--- src/verilog/soc_bus_pkg.sv ---
package soc_bus_pkg;

	////////////////////
	// Wishbone widths
	////////////////////

	// Byte address, full 32-bit space
	localparam int WB_AW = 32;

	// Data bus, one word per access
	localparam int WB_DW = 32;

	// One select bit per byte lane
	localparam int WB_SW = 4;

	////////////////////
	// Byte lanes
	////////////////////

	// Bits per lane
	localparam int WB_BYTE_W = 8;

	// Low address bits that pick a byte inside a word
	localparam int WB_OFS_W = 2;

endpackage

--- src/verilog/soc_map_pkg.sv ---
package soc_map_pkg;

	////////////////////
	// Address map
	////////////////////

	// Top address nibble selects the slave
	localparam int REGION_W = 4;
	localparam logic [REGION_W-1:0] REGION_RAM  = 4'h0;
	localparam logic [REGION_W-1:0] REGION_UART = 4'h9;

	// Main RAM, 1024 words
	localparam int RAM_AW = 10;

	////////////////////
	// UART registers
	////////////////////

	localparam int UART_REG_W = 2;
	localparam logic [UART_REG_W-1:0] UART_REG_TXDATA = 2'd0;
	localparam logic [UART_REG_W-1:0] UART_REG_STATUS = 2'd1;
	localparam logic [UART_REG_W-1:0] UART_REG_DIV    = 2'd2;
	localparam logic [UART_REG_W-1:0] UART_REG_IEN    = 2'd3;

	localparam int UART_DIV_W = 16;
	localparam logic [UART_DIV_W-1:0] UART_DIV_RESET = 16'd3;

	// Start, eight data bits, stop
	localparam int UART_FRAME_BITS = 10;

	// Memory view of a bus address
	typedef struct packed {
		logic [REGION_W-1:0] region;
		logic [soc_bus_pkg::WB_AW-REGION_W-RAM_AW-soc_bus_pkg::WB_OFS_W-1:0] unused;
		logic [RAM_AW-1:0] word;
		logic [soc_bus_pkg::WB_OFS_W-1:0] byte_ofs;
	} mem_view_t;

	// Register view of the same address
	typedef struct packed {
		logic [REGION_W-1:0] region;
		logic [soc_bus_pkg::WB_AW-REGION_W-UART_REG_W-soc_bus_pkg::WB_OFS_W-1:0] unused;
		logic [UART_REG_W-1:0] idx;
		logic [soc_bus_pkg::WB_OFS_W-1:0] byte_ofs;
	} csr_view_t;

	typedef union packed {
		mem_view_t mem;
		csr_view_t csr;
	} soc_addr_u;

endpackage

--- src/verilog/wb_uart_tx.sv ---
`timescale 1ns/1ps

module wb_uart_tx (
	input  logic                          wb_clk_i,
	input  logic                          rst_n_i,
	input  logic                          uart_stb_i,
	input  logic                          wb_we_i,
	input  logic [soc_bus_pkg::WB_AW-1:0] wb_adr_i,
	input  logic [soc_bus_pkg::WB_DW-1:0] wb_dat_i,
	output logic [soc_bus_pkg::WB_DW-1:0] uart_dat_o,
	output logic                          uart_ack_o,
	output logic                          uart_err_o,
	output logic                          uart_tx_o,
	output logic                          irq_o
);

	soc_map_pkg::soc_addr_u adr;
	logic access;
	logic tx_write;
	logic refuse;
	logic [soc_bus_pkg::WB_DW-1:0] rd_val;
	logic [soc_map_pkg::UART_DIV_W-1:0] div_q;
	logic [soc_map_pkg::UART_DIV_W-1:0] div_cnt;
	logic [3:0] bit_cnt;
	logic [soc_map_pkg::UART_FRAME_BITS-1:0] shift_q;
	logic ien_q;
	logic busy_q;

	assign adr = wb_adr_i;
	assign access = uart_stb_i & ~uart_ack_o & ~uart_err_o;
	assign tx_write = access & wb_we_i & (adr.csr.idx == soc_map_pkg::UART_REG_TXDATA);

	// Frame in flight, new byte is turned away
	assign refuse = tx_write & busy_q;

	// Line idles high once the shifter has filled with ones
	assign uart_tx_o = shift_q[0];
	assign irq_o = ien_q & ~busy_q;

	////////////////////
	// Registers and serializer
	////////////////////

	always_ff @(posedge wb_clk_i or negedge rst_n_i) begin
		if (!rst_n_i) begin
			uart_ack_o <= 1'b0;
			uart_err_o <= 1'b0;
			div_q      <= soc_map_pkg::UART_DIV_RESET;
			ien_q      <= 1'b0;
			busy_q     <= 1'b0;
			div_cnt    <= '0;
			bit_cnt    <= '0;
			shift_q    <= '1;
		end else begin
			uart_ack_o <= access & ~refuse;
			uart_err_o <= refuse;

			// Bit timing, divisor+1 cycles per bit
			if (busy_q) begin
				if (div_cnt == div_q) begin
					div_cnt <= '0;
					shift_q <= {1'b1, shift_q[soc_map_pkg::UART_FRAME_BITS-1:1]};
					bit_cnt <= bit_cnt + 4'd1;
					if (bit_cnt == 4'(soc_map_pkg::UART_FRAME_BITS - 1))
						busy_q <= 1'b0;
				end else begin
					div_cnt <= div_cnt + 1'b1;
				end
			end

			if (access & wb_we_i) begin
				case (adr.csr.idx)
					soc_map_pkg::UART_REG_TXDATA: begin
						if (!busy_q) begin
							// Stop, data LSB first, start bit at the bottom
							shift_q <= {1'b1, wb_dat_i[7:0], 1'b0};
							busy_q  <= 1'b1;
							div_cnt <= '0;
							bit_cnt <= '0;
						end
					end
					soc_map_pkg::UART_REG_DIV:
						div_q <= wb_dat_i[soc_map_pkg::UART_DIV_W-1:0];
					soc_map_pkg::UART_REG_IEN:
						ien_q <= wb_dat_i[0];
					default: begin
						// STATUS is read-only
						ien_q <= ien_q;
					end
				endcase
			end
		end
	end

	////////////////////
	// Read path
	////////////////////

	always_comb begin
		rd_val = '0;
		case (adr.csr.idx)
			soc_map_pkg::UART_REG_STATUS: rd_val[0] = busy_q;
			soc_map_pkg::UART_REG_DIV:    rd_val[soc_map_pkg::UART_DIV_W-1:0] = div_q;
			soc_map_pkg::UART_REG_IEN:    rd_val[0] = ien_q;
			default:                      rd_val = '0;
		endcase
	end

	always_ff @(posedge wb_clk_i) begin
		if (access & ~wb_we_i)
			uart_dat_o <= rd_val;
	end

endmodule
--- config.mk ---
export PLATFORM = sky130hd
export DESIGN_NAME = wb_uart_tx
export DESIGN_NICKNAME = d
export VERILOG_FILES = /design/src/verilog/soc_bus_pkg.sv /design/src/verilog/soc_map_pkg.sv /design/src/verilog/wb_uart_tx.sv
export SDC_FILE = /design/constraint.sdc
export NUM_CORES = 1
export LEC_CHECK = 0
export ABC_AREA = 1
export BUFFER_PORTS_ARGS = -buffer_cell sky130_fd_sc_hd__buf_2
export CORE_ASPECT_RATIO = 0.8
export CORE_UTILIZATION = 50
export CTS_CLUSTER_DIAMETER = 60
export DETAILED_ROUTE_END_ITERATION = 16
export PLACE_DENSITY = 0.85
export SETUP_SLACK_MARGIN = 0.3
export SLEW_MARGIN = 25
export SYNTH_ARGS = -nofsm -noshare
export SYNTH_HDL_FRONTEND = slang
export SYNTH_SLANG_ARGS = --single-unit
--- constraint.sdc ---
create_clock -name wb_clk_i -period 4.7 [get_ports wb_clk_i]
set_clock_uncertainty 0.2 [all_clocks]
set_input_delay 0.47 -clock wb_clk_i [delete_from_list [all_inputs] [get_ports wb_clk_i]]
set_output_delay 0.47 -clock wb_clk_i [all_outputs]
set_load 0.05 [all_outputs]
==> results of run 1 <==
-- power by group --
part | switching (uW) | internal [uW] | leakage, uW
logic | 142 | 47.9 | 0.00102
clock network | 209 | 295 | 0.000104
registers | 22.9 | 635 | 0.000734
total | 374 | 978 | 0.00186
-- critical path: stages (launching register included) --
cell,delay [ns]
dfrtp_1,0.64
inv_1,0.14
nor2_1,0.30
nand2_1,0.18
nor2_2,0.16
nand4_1,0.15
nor2_1,0.15
nor3_2,0.06
-- area by class of cell --
type                    count  share of cell area, %
clock buffers              10                   3.44
clock inverters             6                   2.19
well taps                  84                   2.83
repair buffers             42                   5.73
multi-input cells         261                   34.0
flip-flops and latches     66                   47.1
inverters                  47                   4.75
-- kinds of logic after synthesis --
logic type / count (synthesis)
adder cells (fa/ha/maj): 3
XOR/XNOR: 10
AND/OR/NAND/NOR: 206
AO/OA/AOI/OAI: 26
flip-flops: 66
buffers and inverters: 71
other: 1
-- synth_stat cells, types with 5 or more instances --
cell / n
nand3_1: 25
nor2_1: 62
inv_2: 6
dfstp_2: 12
dfrtp_1: 38
nor3_2: 5
a21oi_1: 19
inv_1: 41
buf_4: 16
xor2_1: 8
edfxtp_1: 16
nand2_1: 92
-- per-layer routing --
metal	vias up	GRT usage, %	share of wire, %
li1	1254	-	-
met1	1205	26.0	44
met2	84	33.9	48
met3	12	5.83	5.8
met4	0	9.74	1.9
met5	-	0	0
-- state kept, by name, indices dropped and copies added (netlist names) --
name and count:
bit_cnt 4, busy_q 1, div_cnt 16, div_q 16
ien_q 1, shift_q 10, uart_ack_o 1, uart_dat_o 16
uart_err_o 1
-- worst max path at each step --
stage                                 to  slack [ns]  depth (start not counted)
final                        div_cnt[14]        2.61                          7
after global routing         div_cnt[14]        2.43                          8
after CTS                    div_cnt[14]        2.62                          8
after detailed placement        div_q[2]        2.49                          8
after global placement    uart_dat_o[13]        2.48                          5
after floorplan            uart_dat_o[0]        2.59                          3
-- metrics by stage --
step | instance area, um^2 | hold slack, ns | instances | setup WS, ns | total power, uW
after global placement | 3500 | 0.255 | 500 | 2.48 | 845
after detailed placement | 3500 | 0.251 | 500 | 2.49 | 853
final | 3710 | 0.00921 | 516 | 2.61 | 1350
after global routing | 3710 | 0.0658 | 516 | 2.43 | 1410
after floorplan | 3350 | -0.0256 | 398 | 2.59 | 812
after CTS | 3710 | 0.0399 | 516 | 2.62 | 1360
==> impl_metrics.tcl, run 1 <==
set metrics [dict create \
    hold_buffers 0 \
    cp_max_fo 12 \
    synth_edf_count 16 \
    multi_input_area_um2 1260 \
    core_area_um2 6380 \
    r2r_start "busy_q" \
    cts_tree "yes" \
    synth_simple_gate_area_share_pct 28.2 \
    yosys.cell_types.count 33 \
    finalSetupViolCount 0 \
    area_delta_synth_final_pct 12.8 \
    ios 104 \
    drv_cap 0 \
    status "complete, no violations" \
    leakagePower_uw 0.00186 \
    yosysSeqAreaShare_pct 53.1 \
    grt_start_max_net_pins 51 \
    dieArea_um2 6910 \
    syn_avg_cell_area_um2 8.60 \
    ff2ff_setup_slack_ns 2.61 \
    portBuffers 41 \
    clock-root-buffer "clkbuf_8" \
    wl_mm 6.44 \
    ys_seq_elements 66 \
    ff_latch_area_um2 1750 \
    ant_nets 0 \
    synth_fa_ha_area_share_pct 1.14 \
    drc_errors 0 \
    max-slew-margin-rel_pct 52.4 \
    worst_r2r_path_depth 7 \
    ys.warnings.count 0 \
    tightest_slew_ns 0.714 \
    critical_path_required_ns 4.73 \
    grt_pass1_wl_mm 10.8 \
    synth_top_area_share_pct 28.9 \
    hold_violations 0 \
    max_freq_ghz 0.477 \
    final_cell_mix "nand2_1 (91), nor2_1 (61), inv_1 (41), buf_2 (41), dfrtp_1 (38)" \
    tns_ns 0 \
    drive_above_1_share_pct 21.8 \
    globalplace.congestion 0.846 \
    drtPass1Iterations 9 \
    worstReg2RegEnd "div_cnt[14]" \
    numCtsBuffers 9 \
    final_common_cell "nand2_1" \
    avgRoutedWirePerCell_um 12.5 \
    viasPerCell 4.95 \
    cts_buffer_depth 2 \
    cts_num_sinks 66 \
    synthArstFlopShare_pct 75.8 \
    hold_path_class "in2async" \
    ys_top_cells_by_area "dfrtp_1 (29%), edfxtp_1 (15%), nand2_1 (10%)" \
    dr_total_vias 2555 \
    die_h_um 74.6 \
    grt_pass1_vias 2386 \
    synth_ff_type "dfrtp_1" \
    postCtsSetupRepairBufs 0 \
    slew_violations 0 \
    cts.clk_slew.worst_paths_ns 0.07 \
    antenna_cells 0 \
    synthMuxAreaShare_pct 0 \
    startpoint "busy_q" \
    start_kind "flop" \
    timing.final.crit_share_pct 44.6 \
    clk_latency_ns 0.34 \
    cts_max_level 3 \
    finalCriticalPeriod_ns 2.09 \
    powerDensity_nw_per_um2 364 \
    antenna_found_initial 0 \
    setup.worst_path.end_class "flop" \
    initial_core_util_pct 51.6 \
    dieWidth_um 92.7 \
    ir_drop_mv 0.179 \
    track_usage_pct 20.7 \
    dr.first_iter.drc_count 120 \
    post-route-util_pct 58.2 \
    synthCells 383 \
    crit_type "reg2reg" \
    grt-ovfl-total 0 \
    synth_xor_xnor_area_share_pct 2.66 \
    grt_setup_unrepaired "false" \
    hpwl_mm 4.52 \
    synth_top_family_by_area "simple AND/OR/NAND/NOR gates" \
    synth_compound_area_share_pct 4.33 \
    synth_area_um2 3290 \
    arrival_ns 2.12 \
    ctsResizeCount 0 \
    fillers 558 \
    final_nets 498 \
    synth_largest_area_cell "dfrtp_1" \
    row_count 26 \
]
(Power assumes the default switching activity.)
==> inputs of run 2 (changes only) <==
--- a/config.mk
+++ b/config.mk
@@ -8,10 +8,10 @@
 export ABC_AREA = 1
 export BUFFER_PORTS_ARGS = -buffer_cell sky130_fd_sc_hd__buf_2
 export CORE_ASPECT_RATIO = 0.8
-export CORE_UTILIZATION = 50
+export CORE_UTILIZATION = 46
 export CTS_CLUSTER_DIAMETER = 60
 export DETAILED_ROUTE_END_ITERATION = 16
-export PLACE_DENSITY = 0.85
+export PLACE_DENSITY = 0.82
 export SETUP_SLACK_MARGIN = 0.3
 export SLEW_MARGIN = 25
 export SYNTH_ARGS = -nofsm -noshare
==> constraint.sdc (replaced) <==
create_clock -name wb_clk_i -period 1.7 [get_ports wb_clk_i]
set_clock_uncertainty 0.2 [all_clocks]
set_input_delay 0.17 -clock wb_clk_i [delete_from_list [all_inputs] [get_ports wb_clk_i]]
set_output_delay 0.17 -clock wb_clk_i [all_outputs]
set_load 0.05 [all_outputs]
==> run 2 against run 1 <==
Against the previous run:
- largest cell class unchanged
- critical endpoint is now div_cnt[9]
- worst hold slack lost 0.0010 ns
- global-route usage grew 9.1 points
- combinational power grew to 4.7 times the previous value
- utilization grew 14 points
- cell count grew 15%
- wire length grew 91%
- die area grew 8.5%
- the flow now finishes with violations (negative setup slack)
- via count grew 33%
- first-iteration DRC count grew to 4.2 times the previous value
- clock power grew to 3.4 times the previous value
- worst setup slack lost 3.0 ns
- non-clock buffer count grew 74
==> impl_metrics.tcl, run 2 (synthesis gave the netlist of run 1 again) <==
set metrics [dict create \
    drc_errors 0 \
    portBuffers 41 \
    pre_cts_ws_ns -0.156 \
    track_usage_pct 29.9 \
    slew_violations 0 \
    start_kind "flop" \
    globalplace.congestion 0.835 \
    critical_path_required_ns 1.77 \
    grt_pass1_vias 3259 \
    reg_top3 "div_cnt (16), div_q (16), uart_dat_o (16)" \
    ios 104 \
    ant_nets 0 \
    cts_max_level 3 \
    finalSetupViolCount 31 \
    dieArea_um2 7500 \
    area_delta_synth_final_pct 51.2 \
    grt_start_max_net_pins 51 \
    dr_total_vias 3409 \
    setup.worst_path.end_class "flop" \
    core_area_um2 6890 \
    hold_path_class "in2reg" \
    max_freq_ghz 0.489 \
    crit_type "reg2reg" \
    row_count 27 \
    cp_max_fo 5 \
    initial_core_util_pct 47.8 \
    fin_cells 594 \
    clk_latency_ns 0.38 \
    numCtsBuffers 9 \
    dp_cells 541 \
    antenna_found_initial 1 \
    cts_num_sinks 66 \
    dieWidth_um 96.6 \
    clock_power_share_pct 38.1 \
    final_cell_mix "nand2_1 (79), buf_4 (42), inv_1 (38), buf_2 (38), dfrtp_1 (35)" \
    ff2ff_setup_slack_ns -0.35 \
    switching_share_pct 31.4 \
    grt_setup_unrepaired "true" \
    cts_buffer_depth 2 \
    status "finished with violations" \
    grt_pass1_wl_mm 16.5 \
    violations "negative setup slack" \
    leakagePower_uw 0.00238 \
    cts.clk_slew.worst_paths_ns 0.09 \
    hpwl_mm 5.24 \
    cts_tree "yes" \
    clock-root-buffer "clkbuf_8" \
    drtPass1Iterations 7 \
    timing.final.crit_share_pct 120 \
    setup_ws_ns -0.346 \
    hold_violations 0 \
    powerDensity_nw_per_um2 892 \
    grt-ovfl-total 0 \
    ir_drop_mv 0.483 \
    p_total_uw 4440 \
    p_switching_uw 1400 \
    seqPwrFrac_pct 41.7 \
    die_h_um 77.7 \
    final_common_cell "nand2_1" \
    p_comb_share_pct 20.1 \
    wl_mm 12.3 \
    viasPerCell 5.74 \
    avgRoutedWirePerCell_um 20.7 \
    internal_power_uw 3040 \
    finalCriticalPeriod_ns 2.05 \
    drv_cap 0 \
    drive_above_1_share_pct 45.5 \
    arrival_ns 2.11 \
    dr.first_iter.drc_count 504 \
    final_nets 572 \
]
## run 2: routing by layer
metal	routed length, um	global-route usage (%)	vias up
met2	5630	46.4	310
li1	-	-	1409
met5	0	0	-
met1	4360	36.6	1583
met3	1470	10.0	107
met4	843	15.3	0
## run 2: worst paths after layout
check | from | end | depth (start not counted)
setup / recovery | div_cnt[5] | div_cnt[9] | 10
hold / removal | wb_adr_i[2] | uart_err_o | 4
setup reg to reg | div_cnt[5] | div_cnt[9] | 10
hold reg to reg | shift_q[0] | shift_q[0] | 2
max in group asynchronous | rst_n_i | shift_q[3] | 3
min in group asynchronous | rst_n_i | div_q[12] | 3
## run 2: timing repair
item / CTS / global route
setup endpoints to repair: 49 / 67
resized for setup: 71 / 58
buffers inserted: 6 / 6
pin swaps: 8 / 19
hold endpoints to repair: 76 / 0
cloned: 3 / 1
hold buffers: 20 / 0
## run 2: layout make-up
cell class,instances,area (um^2)
Fill cell,403,1920
Sequential cell,66,1750
Multi-Input combinational cell,261,1710
Timing Repair Buffer,116,987
Inverter,47,179
Clock buffer,9,124
Clock inverter,7,118
Tap cell,87,109
Antenna cell,1,2.50
## run 2: critical path, stage by stage, from the launching register on
cell,delay (ns)
dfrtp_1,0.42
inv_1,0.12
nand2_1,0.18
nand2_1,0.11
nor2_1,0.14
nand2_2,0.09
nor2_4,0.16
nand3_4,0.16
nand2_8,0.15
clkbuf_16,0.15
nor2_1,0.06
## run 2: through the flow
| stage | area [um^2] | hold WS (ns) | TNS [ns] | utilization, % |
|---|---|---|---|---|
| after CTS | 4670 | -0.0123 | -1.31 | 67.7 |
| after detailed placement | 3850 | -0.00749 | -1.35 | 55.9 |
| after global routing | 4980 | 0.0354 | -10.43 | 72.2 |
| after floorplan | 3390 | -0.326 | -0.284 | - |
| after global placement | 3850 | -0.0211 | -0.505 | 55.9 |
| final | 4980 | 0.00819 | -9.05 | 72.2 |
## run 2: power groups by stage
| stage | Clock, uW | Combinational, uW | Sequential (uW) |
|---|---|---|---|
| after floorplan | 0 | 344 | 1910 |
| after detailed placement | 0 | 627 | 1850 |
| after CTS | 1630 | 751 | 1820 |
| after global routing | 1760 | 941 | 1860 |
| final | 1690 | 894 | 1850 |
| after global placement | 0 | 603 | 1840 |
