[src/verilog/soc_bus_pkg.sv]
package soc_bus_pkg;

	////////////////////
	// Wishbone widths
	////////////////////

	// Byte address, full 32-bit space
	localparam int WB_AW = 32;

	// Data bus, one word per access
	localparam int WB_DW = 32;

	// One select bit per byte lane
	localparam int WB_SW = 4;

	////////////////////
	// Byte lanes
	////////////////////

	// Bits per lane
	localparam int WB_BYTE_W = 8;

	// Low address bits that pick a byte inside a word
	localparam int WB_OFS_W = 2;

endpackage

[src/verilog/soc_map_pkg.sv]
package soc_map_pkg;

	////////////////////
	// Address map
	////////////////////

	// Top address nibble selects the slave
	localparam int REGION_W = 4;
	localparam logic [REGION_W-1:0] REGION_RAM  = 4'h0;
	localparam logic [REGION_W-1:0] REGION_UART = 4'h9;

	// Main RAM, 1024 words
	localparam int RAM_AW = 10;

	////////////////////
	// UART registers
	////////////////////

	localparam int UART_REG_W = 2;
	localparam logic [UART_REG_W-1:0] UART_REG_TXDATA = 2'd0;
	localparam logic [UART_REG_W-1:0] UART_REG_STATUS = 2'd1;
	localparam logic [UART_REG_W-1:0] UART_REG_DIV    = 2'd2;
	localparam logic [UART_REG_W-1:0] UART_REG_IEN    = 2'd3;

	localparam int UART_DIV_W = 16;
	localparam logic [UART_DIV_W-1:0] UART_DIV_RESET = 16'd3;

	// Start, eight data bits, stop
	localparam int UART_FRAME_BITS = 10;

	// Memory view of a bus address
	typedef struct packed {
		logic [REGION_W-1:0] region;
		logic [soc_bus_pkg::WB_AW-REGION_W-RAM_AW-soc_bus_pkg::WB_OFS_W-1:0] unused;
		logic [RAM_AW-1:0] word;
		logic [soc_bus_pkg::WB_OFS_W-1:0] byte_ofs;
	} mem_view_t;

	// Register view of the same address
	typedef struct packed {
		logic [REGION_W-1:0] region;
		logic [soc_bus_pkg::WB_AW-REGION_W-UART_REG_W-soc_bus_pkg::WB_OFS_W-1:0] unused;
		logic [UART_REG_W-1:0] idx;
		logic [soc_bus_pkg::WB_OFS_W-1:0] byte_ofs;
	} csr_view_t;

	typedef union packed {
		mem_view_t mem;
		csr_view_t csr;
	} soc_addr_u;

endpackage

[src/verilog/wb_intercon.sv]
`timescale 1ns/1ps

module wb_intercon (
	input  logic                          wb_clk_i,
	input  logic                          rst_n_i,
	input  logic [soc_bus_pkg::WB_AW-1:0] wb_adr_i,
	input  logic                          wb_cyc_i,
	input  logic                          wb_stb_i,
	input  logic [soc_bus_pkg::WB_DW-1:0] ram_dat_i,
	input  logic                          ram_ack_i,
	input  logic [soc_bus_pkg::WB_DW-1:0] uart_dat_i,
	input  logic                          uart_ack_i,
	input  logic                          uart_err_i,
	output logic [soc_bus_pkg::WB_DW-1:0] wb_dat_o,
	output logic                          wb_ack_o,
	output logic                          wb_err_o,
	output logic                          ram_stb_o,
	output logic                          uart_stb_o
);

	soc_map_pkg::soc_addr_u adr;
	logic [soc_map_pkg::REGION_W-1:0] region_q;
	logic req;
	logic hit_ram;
	logic hit_uart;
	logic unmapped;
	logic resp;
	logic miss_err_q;

	assign adr = wb_adr_i;
	assign req = wb_cyc_i & wb_stb_i;

	////////////////////
	// Address decode
	////////////////////

	assign hit_ram  = adr.mem.region == soc_map_pkg::REGION_RAM;
	assign hit_uart = adr.mem.region == soc_map_pkg::REGION_UART;
	assign unmapped = ~hit_ram & ~hit_uart;

	// At most one slave sees a strobe
	assign ram_stb_o  = req & hit_ram;
	assign uart_stb_o = req & hit_uart;

	// A response is on the bus this cycle
	assign resp = wb_ack_o | wb_err_o;

	// Latch region at access start; no update while the response is out
	always_ff @(posedge wb_clk_i or negedge rst_n_i) begin
		if (!rst_n_i) begin
			region_q   <= soc_map_pkg::REGION_RAM;
			miss_err_q <= 1'b0;
		end else begin
			if (req & ~resp)
				region_q <= adr.mem.region;
			miss_err_q <= req & ~resp & unmapped;
		end
	end

	////////////////////
	// Response mux
	////////////////////

	always_comb begin
		wb_dat_o = '0;
		wb_ack_o = 1'b0;
		wb_err_o = miss_err_q;
		case (region_q)
			soc_map_pkg::REGION_RAM: begin
				wb_dat_o = ram_dat_i;
				wb_ack_o = ram_ack_i;
			end
			soc_map_pkg::REGION_UART: begin
				wb_dat_o = uart_dat_i;
				wb_ack_o = uart_ack_i;
				wb_err_o = uart_err_i;
			end
			default: begin
				// Unmapped, only the local err flag answers
				wb_dat_o = '0;
			end
		endcase
	end

endmodule

[config.mk]
export PLATFORM = sky130hd
export DESIGN_NAME = wb_intercon
export DESIGN_NICKNAME = d
export VERILOG_FILES = /design/src/verilog/soc_bus_pkg.sv /design/src/verilog/soc_map_pkg.sv /design/src/verilog/wb_intercon.sv
export SDC_FILE = /design/constraint.sdc
export NUM_CORES = 1
export LEC_CHECK = 0
export BUFFER_PORTS_ARGS = -buffer_cell sky130_fd_sc_hd__buf_2
export CAP_MARGIN = 20
export CORE_AREA = 2 2 55 57
export DETAILED_ROUTE_END_ITERATION = 7
export DIE_AREA = 0 0 57 59
export MAX_ROUTING_LAYER = met4
export PLACE_DENSITY = 0.78
export SYNTH_ARGS = -nofsm -noshare
export SYNTH_HDL_FRONTEND = slang
export SYNTH_SLANG_ARGS = --single-unit
[constraint.sdc]
create_clock -name wb_clk_i -period 2 [get_ports wb_clk_i]
set_clock_uncertainty 0.1 [all_clocks]
set_input_delay 0.1 -clock wb_clk_i [delete_from_list [all_inputs] [get_ports wb_clk_i]]
set_output_delay 0.1 -clock wb_clk_i [all_outputs]
set_load 0.02 [all_outputs]
==> results.toml, run 1 <==
[grt]
grt_overflow = 0
antenna_found_initial = 0
grtUsageTotal = 0.159
grt_pass1_vias = 904
grt_max_degree = 33
grt_pass1_wl_mm = 4.11

[place]
portBuffers = 110
dp.cells = 202
gp_congestion = 0.738
placed_cell_area_sq_um = 1200

[synthesis]
synth_top_family_by_area = "compound AO/OA/AOI/OAI gates"
synthCells = 65
synth_fa_ha_area_frac = 0
synth.most_common_cell = "a22o_1"
synthArstFlopShare = 1.00
yosys.area_share.simple = 0.114
ys_warn_count = 0
synth_edf_count = 0
synth-compound-area-share = 0.509
synth.distinct_cells = 17
syn_area_sq_um = 604
synthTopCellsByCount = "a22o_1 (32), dfrtp_1 (5), mux2_2 (5)"
synth_area_leaders = "a22o_1 (46%), dfrtp_1 (21%), mux2_2 (9.3%)"
syn-num-nets = 168
synth-seq-cells = 5
muxShareOfSynthArea = 0.0932
synth_top_area_cell = "a22o_1"
yosysSeqAreaShare = 0.207
syn_area_per_cell_sq_um = 9.30
ys.flop_type = "dfrtp_1"
synth_top_area_share = 0.464
synth-xor-area-share = 0.0145

[detailed_routing]
viasPerCell = 4.77
ant_nets = 0
first_iter_violations = 29
routedWlPerCell_um = 13.3
drcViolationCount = 0
routed_wl_mm = 2.76
drt_pass1_iterations = 4
dr_total_vias = 988

[timing]
hold_viol = 0
fin_hold_ws_ns = 0.00881
fin_crit_sh = 0.962
fin_crit_ns = 1.92
clock.fmax_mhz = 520
slew_violations = 0
setup_viol = 0
tightest_slew_ns = 0.442
relSlewSlack = 0.705
finalSetupTns_ns = 0
grt_setup_unrepaired = "no"

[clock_tree]
cts_buffer_depth = 2
htree_num_levels = 1
post-cts-setup-buffers = 0
cts.root.buffer_cell = "clkbuf_4"
clock_latency_ns = 0.24
clk_pin_slew_ns = 0.04
numCtsBuffers = 3
clock_sinks = 5
cts_tree = "yes"

[finish]
diodes = 0
final_area_sq_um = 1250
final_layout_size_suffix_gt1_frac = 0.705
final_cells = 207
fillers = 283
syn_to_final_growth_pct = 106
final_nets = 280
post-route-util = 0.460

[critical_path]
end_kind = "output port"
setup.worst_path.class = "flip-flop to output port"
cp.required_ns = 1.80
startpoint_type = "flip-flop"
path_cells = "and4bb_2, buf_12, mux2_2, buf_2"
critical-path-max-stage-delay_ns = 0.43
crit_path_max_fanout = 21
worstPathArrival_ns = 1.72
critPathSlowestCell = "dfrtp_1"

[run_status]
status = "finished, final reports clean"

[power]
vdd_ir_drop_max_mv = 0.621
p_leak_nw = 0.743
power.density_nw_per_um2 = 997

[die]
row_count = 19
fp.coreArea_sq_um = 2710
io_pins = 139
die_area_sq_um = 3360
die_w_um = 57
chipHeight_um = 59
start_util = 0.223

[run]
max-cap-violations = 0

[min_path]
holdCritPathClass = "input pin to flip-flop"
through the flow:
stage / worst slack [ns] / power, mW
after detailed placement: 0.255 / 1.11
after CTS: 0.0399 / 1.24
final: 0.0764 / 1.24
after global routing: 0.00527 / 1.32
after global placement: 0.269 / 1.10
after floorplan: 0.305 / 0.793
power breakdown:
part,internal [mW],switching [mW]
Clock,0.0754,0.0409
Combinational,0.412,0.501
Sequential,0.147,0.0670
Total,0.634,0.609
final timing paths:
check | from | end | slack [ns] | depth (start not counted)
min | wb_adr_i[30] | region_q[2] | 0.009 | 2
max in group asynchronous | rst_n_i | region_q[0] | 1.57 | 2
max reg2reg | region_q[2] | region_q[0] | 0.24 | 4
min reg2reg | region_q[0] | region_q[0] | 0.52 | 1
max | region_q[2] | wb_err_o | 0.08 | 4
min in group asynchronous | rst_n_i | region_q[3] | 0.10 | 2
per-layer routing:
metal / up-vias / GRT usage / share of wire / wire, um
met4: 0 / 0.0399 / 0.0062 / 17
met1: 431 / 0.177 / 0.40 / 1110
met2: 57 / 0.291 / 0.50 / 1370
li1: 496 / - / - / -
met5: - / - / 0 / 0
met3: 4 / 0.0349 / 0.094 / 259
state kept, by name, indices dropped and copies added (netlist names):
name and flops:
miss_err_q 1, region_q 4
cell usage in the layout (no fill, tap or decap), drive strengths merged:
| cell type | n |
|---|---|
| nor3b | 2 |
| clkbuf | 4 |
| dlygate4sd3 | 1 |
| a31oi | 1 |
| dfrtp | 5 |
| buf | 113 |
| nand2 | 2 |
| nand3 | 1 |
| nor4 | 1 |
| nor3 | 3 |
| xnor2 | 1 |
| a22o | 32 |
| nor2 | 2 |
| and4bb | 1 |
| o32ai | 1 |
| mux2 | 5 |
| a21oi | 1 |
critical path: cells and delay by family, from the launching register on:
family / cells / cell delay, ns
multiplexers: 1 / 0.34
buffers and inverters: 2 / 0.32
flip-flops: 1 / 0.43
AND/OR/NAND/NOR: 1 / 0.39
cell type report:
| class | instances | area [sq um] | share of cell area |
|---|---|---|---|
| multi-input combinational | 53 | 448 | 0.359 |
| sequential | 5 | 125 | 0.100 |
| clock buffer | 4 | 26.3 | 0.0211 |
| tap | 31 | 38.8 | 0.0311 |
| timing repair buffer | 114 | 608 | 0.488 |
timing repair:
action	CTS	global route
endpoints found under the setup margin	1	1
cloned	0	0
hold endpoints to repair	5	0
pin swaps	0	1
hold buffers	1	0
gates resized for setup	1	2
kinds of logic (layout without fill, tap and decap cells):
logic type      after synthesis  after routing
compound gates               35             35
simple gates                 12             12
buf+inv                       7            118
mux                           5              5
flops                         5              5
xor+xnor                      1              1
Power figures use the tool's default switching activity.
==> run 2: changes to the inputs <==
- SETUP_SLACK_MARGIN: unset -> 0.1
==> results.toml, run 2 (synthesis results as in run 1) <==
[run_status]
status = "finished, final reports clean"

[finish]
largest_reg_flops = 4
fillers = 274
regMostFlops = "region_q"
syn_to_final_growth_pct = 119
final_nets = 286
final_cells = 213
final-seq-area_sq_um = 128
multiInputGateArea_sq_um = 457
final_cell_mix = "buf_2 (110), a22o_1 (32), mux2_2 (5), buf_4 (5)"
final_common_cell = "buf_2"
final_layout_size_suffix_gt1_frac = 0.731
final_area_sq_um = 1320
diodes = 0
top_regs = "region_q x4, miss_err_q x1"

[critical_path]
end_kind = "output port"
reg2reg_from = "region_q[1]"
critPathSlowestCell = "dfrtp_2"
startpoint_type = "flip-flop"
worst-path-buf-inv = 2
rr_endpoint = "region_q[0]"
worst-r2r-setup-slack_ns = 0.18
rr_worst_depth = 5
setup.worst_path.class = "flip-flop to output port"
cp-startpoint = "region_q[1]"
worstPathArrival_ns = 1.64
crit_family = "flip-flops"
crit_end = "wb_err_o"
cp.required_ns = 1.80
critical-path-max-stage-delay_ns = 0.43
crit_path_max_fanout = 11
worst-path-stages = 4
path_cells = "and4bb_4, buf_12, mux2_2, buf_2"

[detailed_routing]
routedWlPerCell_um = 13.5
routed_wl_mm = 2.89
drcViolationCount = 0
dr_total_vias = 1013
viasPerCell = 4.76
drt_pass1_iterations = 4
first_iter_violations = 38
ant_nets = 0

[grt]
grt_max_degree = 33
antenna_found_initial = 0
grt_pass1_wl_mm = 4.15
grtUsageTotal = 0.161
grt_pass1_vias = 917
grt_overflow = 0

[place]
placed_cell_area_sq_um = 1200
dp.cells = 202
gp_congestion = 0.738
portBuffers = 110

[timing]
slew_violations = 0
setup_viol = 0
fin_hold_ws_ns = 0.00805
clock.fmax_mhz = 545
tightest_slew_ns = 0.438
finalSetupTns_ns = 0
fin_crit_sh = 0.918
fin_crit_ns = 1.84
grt_setup_unrepaired = "no"
relSlewSlack = 0.708
hold_viol = 0

[run]
max-cap-violations = 0

[die]
fp.coreArea_sq_um = 2710
io_pins = 139
die_w_um = 57
row_count = 19
start_util = 0.223
chipHeight_um = 59
die_area_sq_um = 3360

[clock_tree]
cts.root.buffer_cell = "clkbuf_4"
numCtsBuffers = 3
cts_tree = "yes"
clk_pin_slew_ns = 0.04
clock_latency_ns = 0.24
clock_sinks = 5
htree_num_levels = 1
cts_buffer_depth = 2

[power]
vdd_ir_drop_max_mv = 0.619
p_leak_nw = 0.778
power.density_nw_per_um2 = 1010

[min_path]
holdCritPathClass = "input pin to flip-flop"
-- run 2: per-layer routing --
layer / part of all wire / GRT usage / vias to the layer above
met2: 0.51 / 0.296 / 57
met4: 0.0059 / 0.0399 / 0
met1: 0.39 / 0.177 / 443
li1: - / - / 509
met5: 0 / - / -
met3: 0.087 / 0.0349 / 4
-- run 2: how the worst min path moves through the flow --
stage | start | end | cells past startpoint
after floorplan | rst_n_i | miss_err_q | 0
after global placement | rst_n_i | region_q[3] | 1
after detailed placement | rst_n_i | miss_err_q | 1
after CTS | wb_adr_i[30] | region_q[2] | 2
after global routing | wb_adr_i[30] | region_q[2] | 2
final | wb_adr_i[30] | region_q[2] | 2
-- run 2: layout make-up --
cell class,instances,area share
well taps,31,0.0293
flip-flops and latches,5,0.0964
clock buffers,4,0.0198
repair buffers,120,0.509
multi-input cells,53,0.345
-- run 2: power by group --
group | internal (mW) | switching (mW) | leakage [nW]
registers | 0.151 | 0.0585 | 0.0580
clock network | 0.0754 | 0.0408 | 0.0150
logic | 0.485 | 0.528 | 0.705
total | 0.711 | 0.628 | 0.778
-- run 2: per-stage QoR --
step	setup WS (ns)	utilization	power (mW)
3_3_place_gp	0.269	0.442	1.10
3_5_place_dp	0.255	0.442	1.11
2_1_floorplan	0.305	-	0.793
6_report	0.164	0.488	1.34
5_1_grt	0.0999	0.488	1.42
4_1_cts	0.103	0.463	1.26
-- run 2: worst register-to-register path: cells and delay by family, from the launching register on --
kind | cells | cell delay, ns
flops | 1 | 0.43
simple gates | 2 | 0.40
mux | 1 | 0.39
compound gates | 1 | 0.25
buf+inv | 1 | 0.13
-- run 2: what timing repair did --
item                                    4_1_cts  5_1_grt
resized for setup                             3        5
gates cloned                                  0        1
hold endpoints to repair                      5        0
pin swaps                                     1        2
endpoints found under the setup margin        1       16
buffers inserted                              1        4
hold buffers                                  1        0
==> run 3: changes to the inputs <==
==> constraint.sdc (replaced) <==
create_clock -name wb_clk_i -period 2 [get_ports wb_clk_i]
set_clock_uncertainty 0.1 [all_clocks]
set_input_delay 0.3 -clock wb_clk_i [delete_from_list [all_inputs] [get_ports wb_clk_i]]
set_output_delay 0.3 -clock wb_clk_i [all_outputs]
set_load 0.02 [all_outputs]
==> results.toml, run 3 (synthesis results as in run 1) <==
[critical_path]
worstPathArrival_ns = 1.57
crit_path_max_fanout = 16
end_kind = "output port"
startpoint_type = "flip-flop"
setup.worst_path.class = "flip-flop to output port"
rr_worst_depth = 5
cp.required_ns = 1.60
worst-r2r-setup-slack_ns = 0.14

[finish]
post-route-util = 0.560
largest_reg_flops = 4
regMostFlops = "region_q"
final_area_sq_um = 1520
fillers = 242
syn_to_final_growth_pct = 151
final_cell_mix = "buf_2 (77), buf_6 (34), a22o_1 (32)"
final_layout_size_suffix_gt1_frac = 0.722
diodes = 0
final_nets = 284
final_common_cell = "buf_2"
top_regs = "region_q x4, miss_err_q x1"
final_cells = 211

[place]
dp.cells = 202
gp_congestion = 0.740
portBuffers = 110
placed_cell_area_sq_um = 1200

[power]
p_leak_nw = 0.796
combPwrFrac = 0.782
power.density_nw_per_um2 = 1060
internal_power_mw = 0.904
clock_power_share = 0.074
vdd_ir_drop_max_mv = 0.598
seqPwrFrac = 0.145
power.switching_mw = 0.701
switching_share = 0.437

[timing]
tightest_slew_ns = 0.429
setup_viol = 0
fin_crit_sh = 0.983
slew_violations = 0
hold_viol = 0
fin_crit_ns = 1.97
clock.fmax_mhz = 509
grt_setup_unrepaired = "yes"
relSlewSlack = 0.714

[die]
die_w_um = 57
chipHeight_um = 59
die_area_sq_um = 3360
io_pins = 139
fp.coreArea_sq_um = 2710
row_count = 19
start_util = 0.223

[detailed_routing]
viasPerCell = 5.08
routed_wl_mm = 3.32
drcViolationCount = 0
dr_total_vias = 1071
drt_pass1_iterations = 4
first_iter_violations = 95
ant_nets = 0
routedWlPerCell_um = 15.7

[min_path]
holdCritPathClass = "input pin to flip-flop"
hold_depth = 2

[grt]
grt_pass1_wl_mm = 4.09
antenna_found_initial = 0
grt_pass1_vias = 948
grtUsageTotal = 0.158
grt_max_degree = 33
grt_overflow = 0

[clock_tree]
numCtsBuffers = 3
htree_num_levels = 1
cts_tree = "yes"
clock_latency_ns = 0.24
cts.root.buffer_cell = "clkbuf_4"
cts_buffer_depth = 2
clock_sinks = 5
clk_pin_slew_ns = 0.04

[run]
max-cap-violations = 0

[run_status]
status = "finished, final reports clean"
-- run 3: cell types whose count changed in the layout (fill, tap and decap cells not counted) --
cell	before	now
buf_2	110	77
buf_12	2	1
buf_4	5	3
nor3b_1	1	2
buf_8	0	1
nor4_4	0	1
mux2_2	5	4
buf_6	1	34
mux2_4	0	1
nor3b_2	1	0
nor4_2	1	0
-- run 3: power by group through the flow --
| stage | clock network, mW | logic [mW] | registers [mW] |
|---|---|---|---|
| after CTS | 0.125 | 0.965 | 0.230 |
| after global placement | 0 | 0.894 | 0.210 |
| after floorplan | 0 | 0.604 | 0.189 |
| after global routing | 0.129 | 1.31 | 0.237 |
| final | 0.118 | 1.26 | 0.232 |
| after detailed placement | 0 | 0.898 | 0.212 |
-- run 3: metrics by stage --
stage / setup TNS [ns] / hold slack [ns] / setup slack, ns / power (mW)
floorplan: 0 / -0.0956 / 0.188 / 0.793
global placement: 0 / 0.0197 / 0.250 / 1.10
detailed placement: 0 / 0.0235 / 0.242 / 1.11
CTS: 0 / 0.201 / 0.00645 / 1.32
global route: -0.0560 / 0.217 / -0.0140 / 1.68
finish: 0 / 0.210 / 0.0349 / 1.61
-- run 3: worst max-delay path, cell delays in order (launching register included) --
cell	delay (ns)
dfrtp_2	0.43
nor4_4	0.26
buf_4	0.17
clkbuf_16	0.17
a22o_1	0.17
buf_6	0.12
-- run 3: repair_timing --
action | 4_1_cts | 5_1_grt
setup endpoints to repair | 33 | 38
gates cloned | 0 | 1
setup buffers | 2 | 1
gates resized for setup | 10 | 64
endpoints found under the hold margin | 5 | 0
pin swaps | 1 | 2
hold buffers | 1 | 0
-- run 3: worst paths after layout --
check / startpoint / endpoint
max: region_q[1] / wb_dat_o[7]
min: wb_adr_i[30] / region_q[2]
max reg2reg: region_q[1] / region_q[0]
min reg2reg: region_q[1] / region_q[1]
max in group asynchronous: rst_n_i / region_q[1]
min in group asynchronous: rst_n_i / region_q[3]
-- run 3: per-layer routing --
layer,global-route usage,up-vias,part of all wire
li1,-,504,-
met1,0.176,506,0.37
met2,0.292,57,0.56
met3,0.0284,4,0.068
met4,0.0399,0,0.0060
met5,-,-,0
-- run 3: layout make-up --
cell class,instances,area (sq um),area share
repair buffers,118,861,0.567
multi-input cells,53,464,0.306
flip-flops and latches,5,128,0.0841
well taps,31,38.8,0.0256
clock buffers,4,26.3,0.0173
